### src/logic/cpuPkg.sv
package cpuPkg;

    // Base opcodes of the RV32I subset
    localparam logic [6:0] OP_RTYPE  = 7'b0110011;
    localparam logic [6:0] OP_ITYPE  = 7'b0010011;
    localparam logic [6:0] OP_LOAD   = 7'b0000011;
    localparam logic [6:0] OP_STORE  = 7'b0100011;
    localparam logic [6:0] OP_BRANCH = 7'b1100011;

    typedef enum logic [3:0] {
        ALU_ADD, ALU_SUB, ALU_AND, ALU_OR, ALU_XOR, ALU_SLT, ALU_SLL, ALU_SRL
    } aluOpE;

    typedef struct packed {
        logic  regWrite;
        logic  aluSrcImm;  // Operand b from immediate
        logic  memWrite;
        logic  memToReg;   // Write back the loaded word
        logic  branch;
        logic  branchNe;   // Invert zero test for bne
        aluOpE aluOp;
    } ctrlS;

    // Instruction formats
    typedef struct packed {
        logic [6:0] funct7;
        logic [4:0] rs2;
        logic [4:0] rs1;
        logic [2:0] funct3;
        logic [4:0] rd;
        logic [6:0] opcode;
    } rFmtS;

    typedef struct packed {
        logic [11:0] imm12;
        logic [4:0]  rs1;
        logic [2:0]  funct3;
        logic [4:0]  rd;
        logic [6:0]  opcode;
    } iFmtS;

    // S and B share one bit layout, only the immediate meaning differs
    typedef struct packed {
        logic [6:0] immHi;
        logic [4:0] rs2;
        logic [4:0] rs1;
        logic [2:0] funct3;
        logic [4:0] immLo;
        logic [6:0] opcode;
    } splitFmtS;

    typedef union packed {
        rFmtS     r;
        iFmtS     i;
        splitFmtS s;
        splitFmtS b;
    } instrU;

    typedef struct packed {
        logic        valid;
        logic [4:0]  rd;
        logic [31:0] data;
    } wbS;

endpackage

### src/logic/progCounter.sv
`timescale 1ns/1ps

module progCounter import cpuPkg::*; #(
    parameter int imemWords = 256
) (
    input  logic        CLK,
    input  logic        arstN,
    input  logic        run,
    input  ctrlS        ctrl,
    input  logic        zero,
    input  logic [31:0] imm,
    output logic [31:0] pc
);

    logic        taken;
    logic [31:0] nextPc;

    // beq takes on zero, bne on nonzero
    assign taken  = ctrl.branch && (zero != ctrl.branchNe);
    assign nextPc = taken ? pc + imm : pc + 32'd4;

    always_ff @(posedge CLK or negedge arstN) begin
        if (!arstN) begin
            pc <= '0;
        end else if (run) begin
            pc <= nextPc;   // Hold while stopped
        end
    end

    // Fetch stays aligned and inside the instruction RAM
    pcInRange: assert property (@(posedge CLK) disable iff (!arstN)
        (pc[1:0] == 2'b00) && ((pc >> 2) < imemWords));

endmodule

### config.mk
export PLATFORM = sky130hd
export DESIGN_NAME = progCounter
export DESIGN_NICKNAME = d
export VERILOG_FILES = /design/src/logic/cpuPkg.sv /design/src/logic/progCounter.sv
export SDC_FILE = /design/constraint.sdc
export NUM_CORES = 1
export LEC_CHECK = 0
export ABC_CLOCK_PERIOD_IN_PS = 3480
export BUFFER_PORTS_ARGS = -buffer_cell sky130_fd_sc_hd__buf_2
export CAP_MARGIN = 5
export CORE_ASPECT_RATIO = 0.75
export CORE_MARGIN = 1.5
export CORE_UTILIZATION = 46
export DETAILED_ROUTE_END_ITERATION = 12
export PLACE_DENSITY_LB_ADDON = 0.25
export SLEW_MARGIN = 20
export SYNTH_ARGS = -nofsm -noshare
export SYNTH_HDL_FRONTEND = slang
export SYNTH_SLANG_ARGS = --single-unit
### constraint.sdc
create_clock -name CLK -period 3.48 [get_ports CLK]
set_input_delay 0.696 -clock CLK [delete_from_list [all_inputs] [get_ports CLK]]
set_output_delay 0.696 -clock CLK [all_outputs]
set_load 0.02 [all_outputs]
* Word level (Yosys, flattened, before mapping)
Index checks and enable logic that the tools add are counted.
** Cells by class
- Add/subtract/negate cells :: 2
- Eq/ne operators :: 1
- Multiplexer cells :: 1
- Reductions and logical operators :: 1
** Operators by type and width (count)
- adder 32 x 3 -> 32 bit (second input constant) :: 1
- adder 32 bit :: 1
- 2-to-1 mux 32 bit :: 1
- logical AND 1 bit :: 1
- inequality test 1 bit :: 1
** Storage, ports and cells
- Register bits after elaboration :: 32
- Input bits :: 46
- Output and inout bits :: 32
- Word-level logic and storage cells :: 6

* Depth between registers and ports, before layout
Gate-level depths: netlist of run 1.
- Depth after elaboration :: 3
- Mapped depth :: 11
- Gate-level depth less buffers :: 11

* Worst setup path after synthesis of run 1
OpenSTA, ideal clock, no wires.
- Path kind :: input to register
- From :: input imm[0]
- To :: register pc[28]
- Library setup time :: 131 ps
- Arrival time :: 2639 ps
- Data required time :: 3349 ps
- Path slack :: 710 ps
- Stages :: 11
- Buffers on the path :: 0
- Path through :: ha_1 -> inv_1 -> fa_1 -> nand2b_1 -> a21oi_1 -> o31ai_1 -> a2111oi_0 -> nor2_1 -> a31oi_1 -> xnor2_1 -> o21ai_1
** Between the ends
- Cells in the longest elaborated chain, start to end :: 2
** Ends and longest elaborated chain
- from (decl) :: RTL line progCounter.sv:11 : input logic [31:0] imm,
- adder 32 bit :: RTL line progCounter.sv:20 : assign nextPc = taken ? pc + imm : pc + 32'd4;
- 2-to-1 mux 32 bit :: RTL line progCounter.sv:20
- to (signal assigned) :: RTL line progCounter.sv:26 : pc <= nextPc;
- to (decl) :: RTL line progCounter.sv:12 : output logic [31:0] pc
Every way passes these cells.
A chain may end at the register's enable or synchronous reset.

* Worst setup path in the final report of run 1
- From :: input imm[1]
- To :: register pc[27]
The elaborated chain is that of the path after synthesis.

==> key figures, run 1 <==
Critical path
  – Worst endpoint data arrival time: 3.25 ns
  – CP Max Fanout: 3
  – Worst path max stage delay: 0.53 ns
  – Delay-heaviest family, CP: compound AO/OA/AOI/OAI gates
  – Worst R2R Setup Slack: 0.49 ns
  – WP depth: 10
  – WS Path Type: primary input to flip-flop
  – Critical Path Source Type: primary input
  – Critical-path cell list: buf_2 > ha_1 > a211oi_2 > o21ai_0 > a221oi_2 > o211ai_2 > a31oi_2 > nand2_1 > or3_1 > and3_1
  – Slowest stage cell, crit path: a221oi_2
  – Critical path capture point type: flip-flop
  – CP bufs+invs: 1
  – R2r worst-path depth: 9
  – Req. time, crit path: 3.65 ns

Pwr
  – Pwr Total: 3.71 mW
  – Worst VDD drop: 0.450 mV
  – Cell Pwr Density: 900 nW/um^2
  – Leakage: 1.87 nW

Detailed routing
  – Post-route antenna net violation count: 0
  – Routed WL: 10.8 mm
  – DR WL/cell: 16.8 um
  – Remaining DRCs: 0
  – Vias per cell: 6.11
  – DRT Pass-1 Iters: 5
  – DR vias: 3,930
  – Starting DRC count in detailed routing: 348

Synthesis
  – Async S/R FF share, synth: 1.00
  – Synth area leaders: dfrtp_1 (22%), ha_1 (11%), a21oi_1 (8.3%)
  – #FFs+latches synth: 32
  – Most common library cells after synthesis: a21oi_1 (59), nand2_1 (53), nor2_1 (48), o21ai_0 (36)
  – Count leader, synth: a21oi_1
  – Post-Syn Nets: 557
  – Synth warn: 0
  – Cell area after synthesis: 3570 um^2
  – Synth area leader: dfrtp_1
  – Synth Instances: 478
  – Synth top area share: 0.224
  – EDFF count, synth: 0
  – Seq/Total Area, Yosys: 0.224
  – Yosys cell types: 60
  – Avg Cell Area, Syn: 7.47 um^2
  – Most used flip-flop cell after synthesis: dfrtp_1

STA
  – Final Hold Viols: 0
  – Final Setup Violations: 0
  – PnR worst setup slack: 0.395 ns
  – Tmin final: 3.08 ns
  – Final setup TNS: 0 ns
  – Relative slew slack: 0.489
  – Hold WS: 0.470 ns
  – RSZ-0062 raised after global routing: no
  – Final period util: 0.886
  – Setup Skew: 0.00774 ns
  – Slew @ Worst Pin: 0.767 ns
  – Final-report max-slew violation count: 0
  – Fmax: 0.324 GHz

Placed design
  – Post-DP Area: 4020 um^2
  – Dpl hpwl: 8.21 mm
  – Count of input and output buffers: 69
  – Placer Congestion: 0.925
  – Placement Setup Slack: 0.172 ns

Clocking
  – Setup repair bufs after CTS: 0
  – Clock tree buffer depth: 2
  – Clock Tree Root: clkbuf_8
  – CTS Buf Count: 5
  – # hold bufs at CTS: 0
  – H-Tree Depth: 2
  – Post-CTS resize count: 0
  – Clk_lat worst skew: 0.28 ns
  – Clock tree sinks: 32
  – Clock-pin slew on the worst setup and hold paths: 0.06 ns
  – CTS tree: yes

Cells and area
  – Biggest regs: pc x32
  – Diode count: 0
  – Largest register FFs: 32
  – # fillers: 729
  – Layout Cell Area excl Fill: 4120 um^2
  – FF/Latch Area: 801 um^2
  – Share of layout cells above drive strength 1: 0.183
  – Area grow syn2layout: 15.4%
  – Nets: 621
  – Biggest register: pc
  – Footprint of the multi-input gates: 2640 um^2

Global route
  – Vias in the first global route: 3,671
  – GRT overflow: 0
  – First-pass GRT wire length: 18.0 mm
  – Largest net degree at the start of global routing: 43
  – Antenna violations before repair: 0
  – Total track usage: 0.269

Die
  – Die area: 8300 um^2
  – Die extent in y: 79.3 um
  – Die X: 105 um
  – Num rows: 27
  – I/O pins: 78
  – Initial Util: 0.480
  – Core box area: 7430 um^2

Run status
  – Status: completed

Job
  – Max Cap Violations: 0

Worst hold path
  – Hold crit path type: flip-flop to flip-flop
  – WHS Path Cells: 1
[logic make-up (layout without fill, tap and decap cells)]
family,Yosys count,in the layout,synth area share
compound gates,181,181,0.329
xor+xnor,26,26,0.0638
fa+ha+maj,33,33,0.118
buf+inv,33,97,0.0354
flops,32,32,0.224
simple gates,173,173,0.230
[layout make-up]
cell class	instances	share of cell area
Clock buffer	7	0.0234
Inverter	13	0.0118
Multi-Input combinational cell	413	0.641
Sequential cell	32	0.194
Tap cell	101	0.0307
Timing Repair Buffer	77	0.0984
[where the power goes]
part	internal, mW	switching, mW
registers	0.542	0.278
logic	1.02	1.54
clock network	0.176	0.146
total	1.74	1.97
[path summary, 6_finish.rpt]
kind                       endpoint  startpoint
setup / recovery             pc[27]      imm[1]
hold / removal               pc[31]      pc[31]
setup reg to reg             pc[27]       pc[2]
hold reg to reg              pc[31]      pc[31]
max in group asynchronous    pc[31]       arstN
min in group asynchronous     pc[8]       arstN
[per-layer routing]
layer	vias up	routed length [um]	track usage
met5	-	0	0
met4	0	73	0.0562
met3	8	943	0.0452
met2	181	4580	0.410
met1	1827	5230	0.398
li1	1914	-	-
[cells in the final DEF (no fill, tap or decap), types with 6 or more instances in the layout]
master    instances
buf_2            69
a21oi_1          59
nand2_1          53
nor2_1           48
o21ai_0          36
ha_1             32
dfrtp_1          32
a21o_1           19
xnor2_1          19
nand3_1          16
nor3_1           15
inv_1            12
nand4_1           9
and3_1            8
buf_4             8
xor2_1            7
a31oi_1           7
a211oi_1          7
clkbuf_8          7
o21bai_1          6
or3_1             6
[metrics by stage]
| stage | util | instances |
|---|---|---|
| 6_report | 0.554 | 643 |
| 5_1_grt | 0.554 | 643 |
| 4_1_cts | 0.554 | 643 |
| 3_5_place_dp | 0.541 | 636 |
| 3_3_place_gp | 0.541 | 636 |
| 2_1_floorplan | - | 478 |
No activity file was read; power rests on OpenSTA's default activity.
==> inputs of run 2 (changes only) <==
CORE_MARGIN = 2   (was 1.5)
==> run 2 against run 1 <==
Effect of this change: wire length shrank 1.2%; worst setup slack gained 0.044 ns; worst hold slack lost 0.0062 ns; largest power group unchanged; flip-flop and latch count is the same; clock power shrank 5%; highest routed layer unchanged; cell count is the same; global-route usage shrank 1.1 points; critical path depth is the same; final area shrank 0.27%.
==> key figures, run 2 (synthesis gave the netlist of run 1 again) <==
STA
  – Final period util: 0.874 (-0.0125)
  – Setup Skew: 0.00461 ns (-0.00313 ns)
  – Fmax: 0.329 GHz (+1.4%)
  – RSZ-0062 raised after global routing: no
  – Slew @ Worst Pin: 0.754 ns (-0.0124 ns)
  – Final Setup Violations: 0 (unchanged)
  – Final Hold Viols: 0 (unchanged)
  – Tmin final: 3.04 ns (-0.0436 ns)
  – Final setup TNS: 0 ns (unchanged)
  – Relative slew slack: 0.497 (+0.00827)
  – Final-report max-slew violation count: 0 (unchanged)
  – PnR worst setup slack: 0.439 ns (+0.0436 ns)

Detailed routing
  – Remaining DRCs: 0 (unchanged)
  – Starting DRC count in detailed routing: 360 (+3.4%)
  – Routed WL: 10.7 mm (-1.2%)
  – DR WL/cell: 16.6 um (-1.2%)
  – DRT Pass-1 Iters: 5 (unchanged)
  – DR vias: 3,904 (-0.66%)
  – Post-route antenna net violation count: 0 (unchanged)
  – Vias per cell: 6.07 (-0.66%)

Placed design
  – Dpl hpwl: 8.15 mm (-0.73%)
  – Placement Setup Slack: 0.186 ns (+0.0134 ns)
  – Count of input and output buffers: 69 (unchanged)
  – Post-DP Area: 4020 um^2 (-0.19%)
  – Placer Congestion: 0.965 (+4.4%)

Die
  – Die area: 8490 um^2 (+2.2%)
  – I/O pins: 78 (unchanged)
  – Die extent in y: 80.3 um (+1.3%)
  – Initial Util: 0.480 (unchanged)
  – Die X: 106 um (+0.96%)
  – Num rows: 27 (unchanged)
  – Core box area: 7430 um^2 (unchanged)

Cells and area
  – Area grow syn2layout: 15.1%
  – # fillers: 768 (+5.3%)
  – Footprint of the multi-input gates: 2640 um^2 (unchanged)
  – FF/Latch Area: 801 um^2 (unchanged)
  – Nets: 620 (-0.16%)
  – Biggest regs: pc x32
  – Largest register FFs: 32 (unchanged)
  – Commonest non-fill, non-tap cell in the layout: buf_2
  – Most frequent cells in the layout: buf_2 (69), a21oi_1 (59), nand2_1 (53)
  – Share of layout cells above drive strength 1: 0.183 (unchanged)
  – Finished Core Util: 0.553 (-0.00151)
  – Diode count: 0 (unchanged)
  – Biggest register: pc
  – Layout Cell Area excl Fill: 4110 um^2 (-0.27%)

Pwr
  – Sw frac: 0.535 (+0.00437)
  – Leakage: 1.87 nW (-0.22%)
  – Pwr Total: 3.68 mW (-0.61%)
  – Switching power: 1.97 mW (+0.20%)
  – Cell Pwr Density: 897 nW/um^2 (-0.34%)
  – Sequential Power Share: 0.224 (+0.003)
  – Clock power share: 0.084 (-0.003)
  – Internal: 1.71 mW (-1.5%)
  – Comb power frac: 0.692 (about the same)
  – Worst VDD drop: 0.403 mV (-11%)

Global route
  – Largest net degree at the start of global routing: 43 (unchanged)
  – First-pass GRT wire length: 17.7 mm (-1.8%)
  – Total track usage: 0.258 (-0.0113)
  – GRT overflow: 0 (unchanged)
  – Antenna violations before repair: 0 (unchanged)
  – Vias in the first global route: 3,605 (-1.8%)

Clocking
  – H-Tree Depth: 2 (unchanged)
  – # hold bufs at CTS: 0 (unchanged)
  – Clock tree buffer depth: 2 (unchanged)
  – CTS Buf Count: 5 (unchanged)
  – Post-CTS resize count: 0 (unchanged)
  – Clock tree sinks: 32 (unchanged)
  – Clock-pin slew on the worst setup and hold paths: 0.07 ns (about the same)
  – CTS tree: yes
  – Setup repair bufs after CTS: 0 (unchanged)
  – Clk_lat worst skew: 0.28 ns (about the same)
  – Clock Tree Root: clkbuf_8

Run status
  – Status: completed

Critical path
  – Critical-path cell list: buf_2 > ha_1 > a211oi_2 > o21ai_0 > a221oi_2 > o211ai_2 > a31oi_2 > nand2_1 > or3_1 > and3_1
  – CP Max Fanout: 3 (unchanged)
  – Worst path max stage delay: 0.49 ns (-0.04 ns)
  – Slowest stage cell, crit path: a221oi_2
  – Req. time, crit path: 3.66 ns (about the same)
  – WS Path Type: primary input to flip-flop
  – Critical path capture point type: flip-flop
  – Critical Path Source Type: primary input
  – Worst endpoint data arrival time: 3.22 ns (-0.03 ns)

Job
  – Max Cap Violations: 0 (unchanged)

Worst hold path
  – Hold crit path type: flip-flop to flip-flop
run 2: cell count changes in the layout (fill, tap and decap cells not counted):
cell,delta
buf_4,-1
clkbuf_8,-1
clkinv_2,+2
run 2: area by class of cell:
class                   instances  share of cell area
well taps                     101              0.0308
clock buffers                   6              0.0201
flip-flops and latches         32               0.195
repair buffers                 76              0.0969
multi-input cells             413               0.643
inverters                      13              0.0119
clock inverters                 2             0.00244
run 2: power by group through the flow:
| stage | clock network (mW) | registers, mW | logic [mW] |
|---|---|---|---|
| 6_report | 0.308 | 0.826 | 2.55 |
| 2_1_floorplan | 0 | 0.963 | 1.67 |
| 4_1_cts | 0.313 | 0.816 | 2.51 |
| 5_1_grt | 0.332 | 0.854 | 2.80 |
| 3_3_place_gp | 0 | 0.810 | 2.46 |
| 3_5_place_dp | 0 | 0.820 | 2.50 |
run 2: metrics by stage:
step | hold WS, ns | std cells
after CTS | 0.474 | 643
after detailed placement | 0.460 | 635
final | 0.464 | 643
after global placement | 0.456 | 635
after global routing | 0.478 | 643
after floorplan | 0.400 | 478
run 2: worst max-delay path: cells and delay by family:
family          cells  cell delay, ns
fa+ha+maj           1            0.30
simple gates        3            0.62
buf+inv             1            0.11
compound gates      5            1.49
run 2: routing by layer:
layer,vias to the layer above,track usage,part of all wire
li1,1912,-,-
met1,1820,0.387,0.51
met2,157,0.388,0.41
met3,15,0.0341,0.070
met4,0,0.0618,0.0094
met5,-,0,0
run 2: path summary, 6_finish.rpt:
| check | start | to | slack, ns | cells past startpoint |
|---|---|---|---|---|
| max in group asynchronous | arstN | pc[28] | 2.52 | 1 |
| max reg2reg | pc[1] | pc[27] | 0.54 | 9 |
| max | imm[1] | pc[27] | 0.44 | 10 |
| min reg2reg | pc[31] | pc[31] | 0.46 | 1 |
| min in group asynchronous | arstN | pc[11] | 0.48 | 1 |
| min | pc[31] | pc[31] | 0.46 | 1 |
==> inputs of run 3 (changes only) <==
ABC_AREA = 1   (was unset)
==> run 3 against run 2 <==
Effect of this change: wire length grew 37%; sequential share of layout area is 4.1 points lower; core utilization shrank 1.7 points; clock power increased by 35%; highest routed layer unchanged; total power shrank 16%.
==> key figures, run 3 <==
Placed design
  – Placement Setup Slack: 0.956 ns (+0.770 ns)
  – Placer Congestion: 0.966 (+0.12%)
  – Count of input and output buffers: 69 (unchanged)
  – Dpl hpwl: 12.0 mm (+48%)

STA
  – Relative slew slack: 0.458 (-0.0386)
  – Final-report max-slew violation count: 0 (unchanged)
  – Setup Skew: 0.00505 ns (+0.000432 ns)
  – Final period util: 0.659 (-0.215)
  – RSZ-0062 raised after global routing: no
  – Final Hold Viols: 0 (unchanged)
  – Fmax: 0.436 GHz (+33%)
  – PnR worst setup slack: 1.19 ns (+0.748 ns)
  – Slew @ Worst Pin: 0.811 ns (+0.0570 ns)
  – Final setup TNS: 0 ns (unchanged)
  – Final Setup Violations: 0 (unchanged)
  – Tmin final: 2.29 ns (-0.748 ns)

Job
  – Max Cap Violations: 0 (unchanged)

Synthesis
  – Post-Syn Nets: 902 (+62%)
  – Cell area after synthesis: 4590 um^2 (+29%)
  – Synth top area share: 0.240 (+0.0152)
  – Avg Cell Area, Syn: 5.58 um^2 (-25%)
  – Most used flip-flop cell after synthesis: dfrtp_1
  – Synth Instances: 823 (+72%)
  – Synth area leaders: nand2_1 (24%), dfrtp_1 (17%), inv_1 (12%)
  – #FFs+latches synth: 32 (unchanged)
  – Synth area leader: nand2_1
  – Async S/R FF share, synth: 1.00 (unchanged)
  – Most common library cells after synthesis: nand2_1 (293), inv_1 (143), nor2_1 (84), a21oi_1 (54), nand3_1 (54)
  – Count leader, synth: nand2_1
  – Yosys cell types: 38 (-37%)
  – Seq/Total Area, Yosys: 0.174 (-0.0500)
  – Synth warn: 0 (unchanged)
  – EDFF count, synth: 0 (unchanged)

Die
  – Core box area: 9700 um^2 (+30%)
  – Initial Util: 0.473 (-0.00672)
  – I/O pins: 78 (unchanged)
  – Die X: 119 um (+13%)
  – Die area: 10,800 um^2 (+27%)
  – Die extent in y: 90.5 um (+13%)
  – Num rows: 31 (+15%)

Detailed routing
  – Remaining DRCs: 0 (unchanged)
  – Vias per cell: 5.14 (-15%)
  – Starting DRC count in detailed routing: 418 (+16%)
  – DR WL/cell: 14.3 um (-14%)
  – Post-route antenna net violation count: 0 (unchanged)
  – DRT Pass-1 Iters: 5 (unchanged)
  – Routed WL: 14.6 mm (+37%)
  – DR vias: 5,250 (+34%)

Critical path
  – CP Max Fanout: 4 (+1)
  – FF-to-FF Start: pc[25]
  – Critical Path Source Type: primary input
  – Cell mode on critical path: nand2_1
  – Worst path max stage delay: 0.53 ns (+0.04 ns)
  – CP startpoint: imm[2]
  – Worst R2R Setup Slack: 1.22 ns (+0.68 ns)
  – Critical-path cell list: buf_2 > ha_1 > inv_1 > nand2_1 > nand3_1 > nand2_1 > nand2_1 > nand2_1 > o21ai_0 > a22oi_1
  – Req. time, crit path: 3.59 ns (-0.07 ns)
  – Slowest stage cell, crit path: o21ai_0
  – Critical path capture point type: flip-flop
  – WS Path Type: primary input to flip-flop
  – Worst endpoint data arrival time: 2.41 ns (-0.81 ns)

Cells and area
  – # fillers: 1,063 (+38%)
  – Most frequent cells in the layout: nand2_1 (293), inv_1 (143), nor2_1 (84)
  – Biggest regs: pc x32
  – Nets: 969 (+56%)
  – Diode count: 0 (unchanged)
  – Biggest register: pc
  – Footprint of the multi-input gates: 3190 um^2 (+21%)
  – Area grow syn2layout: 13.2%
  – Largest register FFs: 32 (unchanged)
  – FF/Latch Area: 801 um^2 (unchanged)
  – Share of layout cells above drive strength 1: 0.117 (-0.0658)
  – Commonest non-fill, non-tap cell in the layout: nand2_1

Clocking
  – Clock tree buffer depth: 2 (unchanged)
  – Clock tree sinks: 32 (unchanged)
  – H-Tree Depth: 2 (unchanged)
  – # hold bufs at CTS: 0 (unchanged)
  – CTS Buf Count: 5 (unchanged)
  – CTS tree: yes
  – Clk_lat worst skew: 0.28 ns (about the same)
  – Clock Tree Root: clkbuf_16
  – Post-CTS resize count: 0 (unchanged)
  – Clock-pin slew on the worst setup and hold paths: 0.05 ns (-0.02 ns)
  – Setup repair bufs after CTS: 0 (unchanged)

Pwr
  – Leakage: 2.99 nW (+60%)
  – Worst VDD drop: 0.340 mV (-16%)
  – Cell Pwr Density: 599 nW/um^2 (-33%)

Global route
  – GRT overflow: 0 (unchanged)
  – Vias in the first global route: 4,850 (+35%)
  – Total track usage: 0.279 (+0.0217)
  – First-pass GRT wire length: 24.0 mm (+36%)
  – Antenna violations before repair: 0 (unchanged)
  – Largest net degree at the start of global routing: 33 (-23%)
  – GR met3 Demand/Resource: 0.0328 (-0.00126)
  – GRT met2 Usage: 0.415 (+0.0275)
  – GR Layer Usage met1: 0.436 (+0.0492)
  – Busiest layer in global routing: met1

Worst hold path
  – Hold crit path type: primary input to async pin

Run status
  – Status: completed
run 3: worst paths after layout:
| kind | to | cells past startpoint |
|---|---|---|
| worst max register to register | pc[31] | 13 |
| worst max-delay path | pc[9] | 10 |
| worst min-delay path | pc[0] | 1 |
| min in group CLK | pc[0] | 1 |
| worst min register to register | pc[0] | 1 |
| max in group asynchronous | pc[3] | 1 |
run 3: cell families after synthesis:
kind of cell / after synthesis / synth area share
compound gates: 104 / 0.124
xor+xnor: 13 / 0.0248
fa+ha+maj: 33 / 0.0916
buf+inv: 157 / 0.131
flops: 32 / 0.174
mux: 1 / 0.00245
simple gates: 483 / 0.451
run 3: cell type report:
class | count | share of cell area
flip-flops and latches | 32 | 0.154
clock inverters | 1 | 0.000963
inverters | 146 | 0.105
multi-input cells | 634 | 0.613
clock buffers | 6 | 0.0248
repair buffers | 71 | 0.0694
well taps | 132 | 0.0318
run 3: layer usage:
metal	share of wire	vias to the layer above
li1	-	2732
met1	0.53	2352
met2	0.40	151
met3	0.063	15
met4	0.011	0
met5	0	-
run 3: worst max-delay path: cells and delay by family:
family | cells | cell delay (ns)
AND/OR/NAND/NOR | 5 | 0.50
AO/OA/AOI/OAI | 2 | 0.67
adder cells (fa/ha/maj) | 1 | 0.34
buffers and inverters | 2 | 0.20
run 3: where the power goes:
part / switching, mW / total, mW / internal (mW)
logic: 1.31 / 1.96 / 0.657
registers: 0.251 / 0.732 / 0.481
clock network: 0.157 / 0.416 / 0.260
run 3: stage by stage:
step	area (um^2)	hold WS [ns]	util	power (mW)	instances
floorplan	4590	0.400	-	2.07	823
global placement	5060	0.517	0.522	2.64	1015
detailed placement	5060	0.529	0.522	2.65	1015
CTS	5190	0.522	0.536	3.08	1022
global route	5190	0.542	0.536	3.42	1022
finish	5190	0.474	0.536	3.11	1022
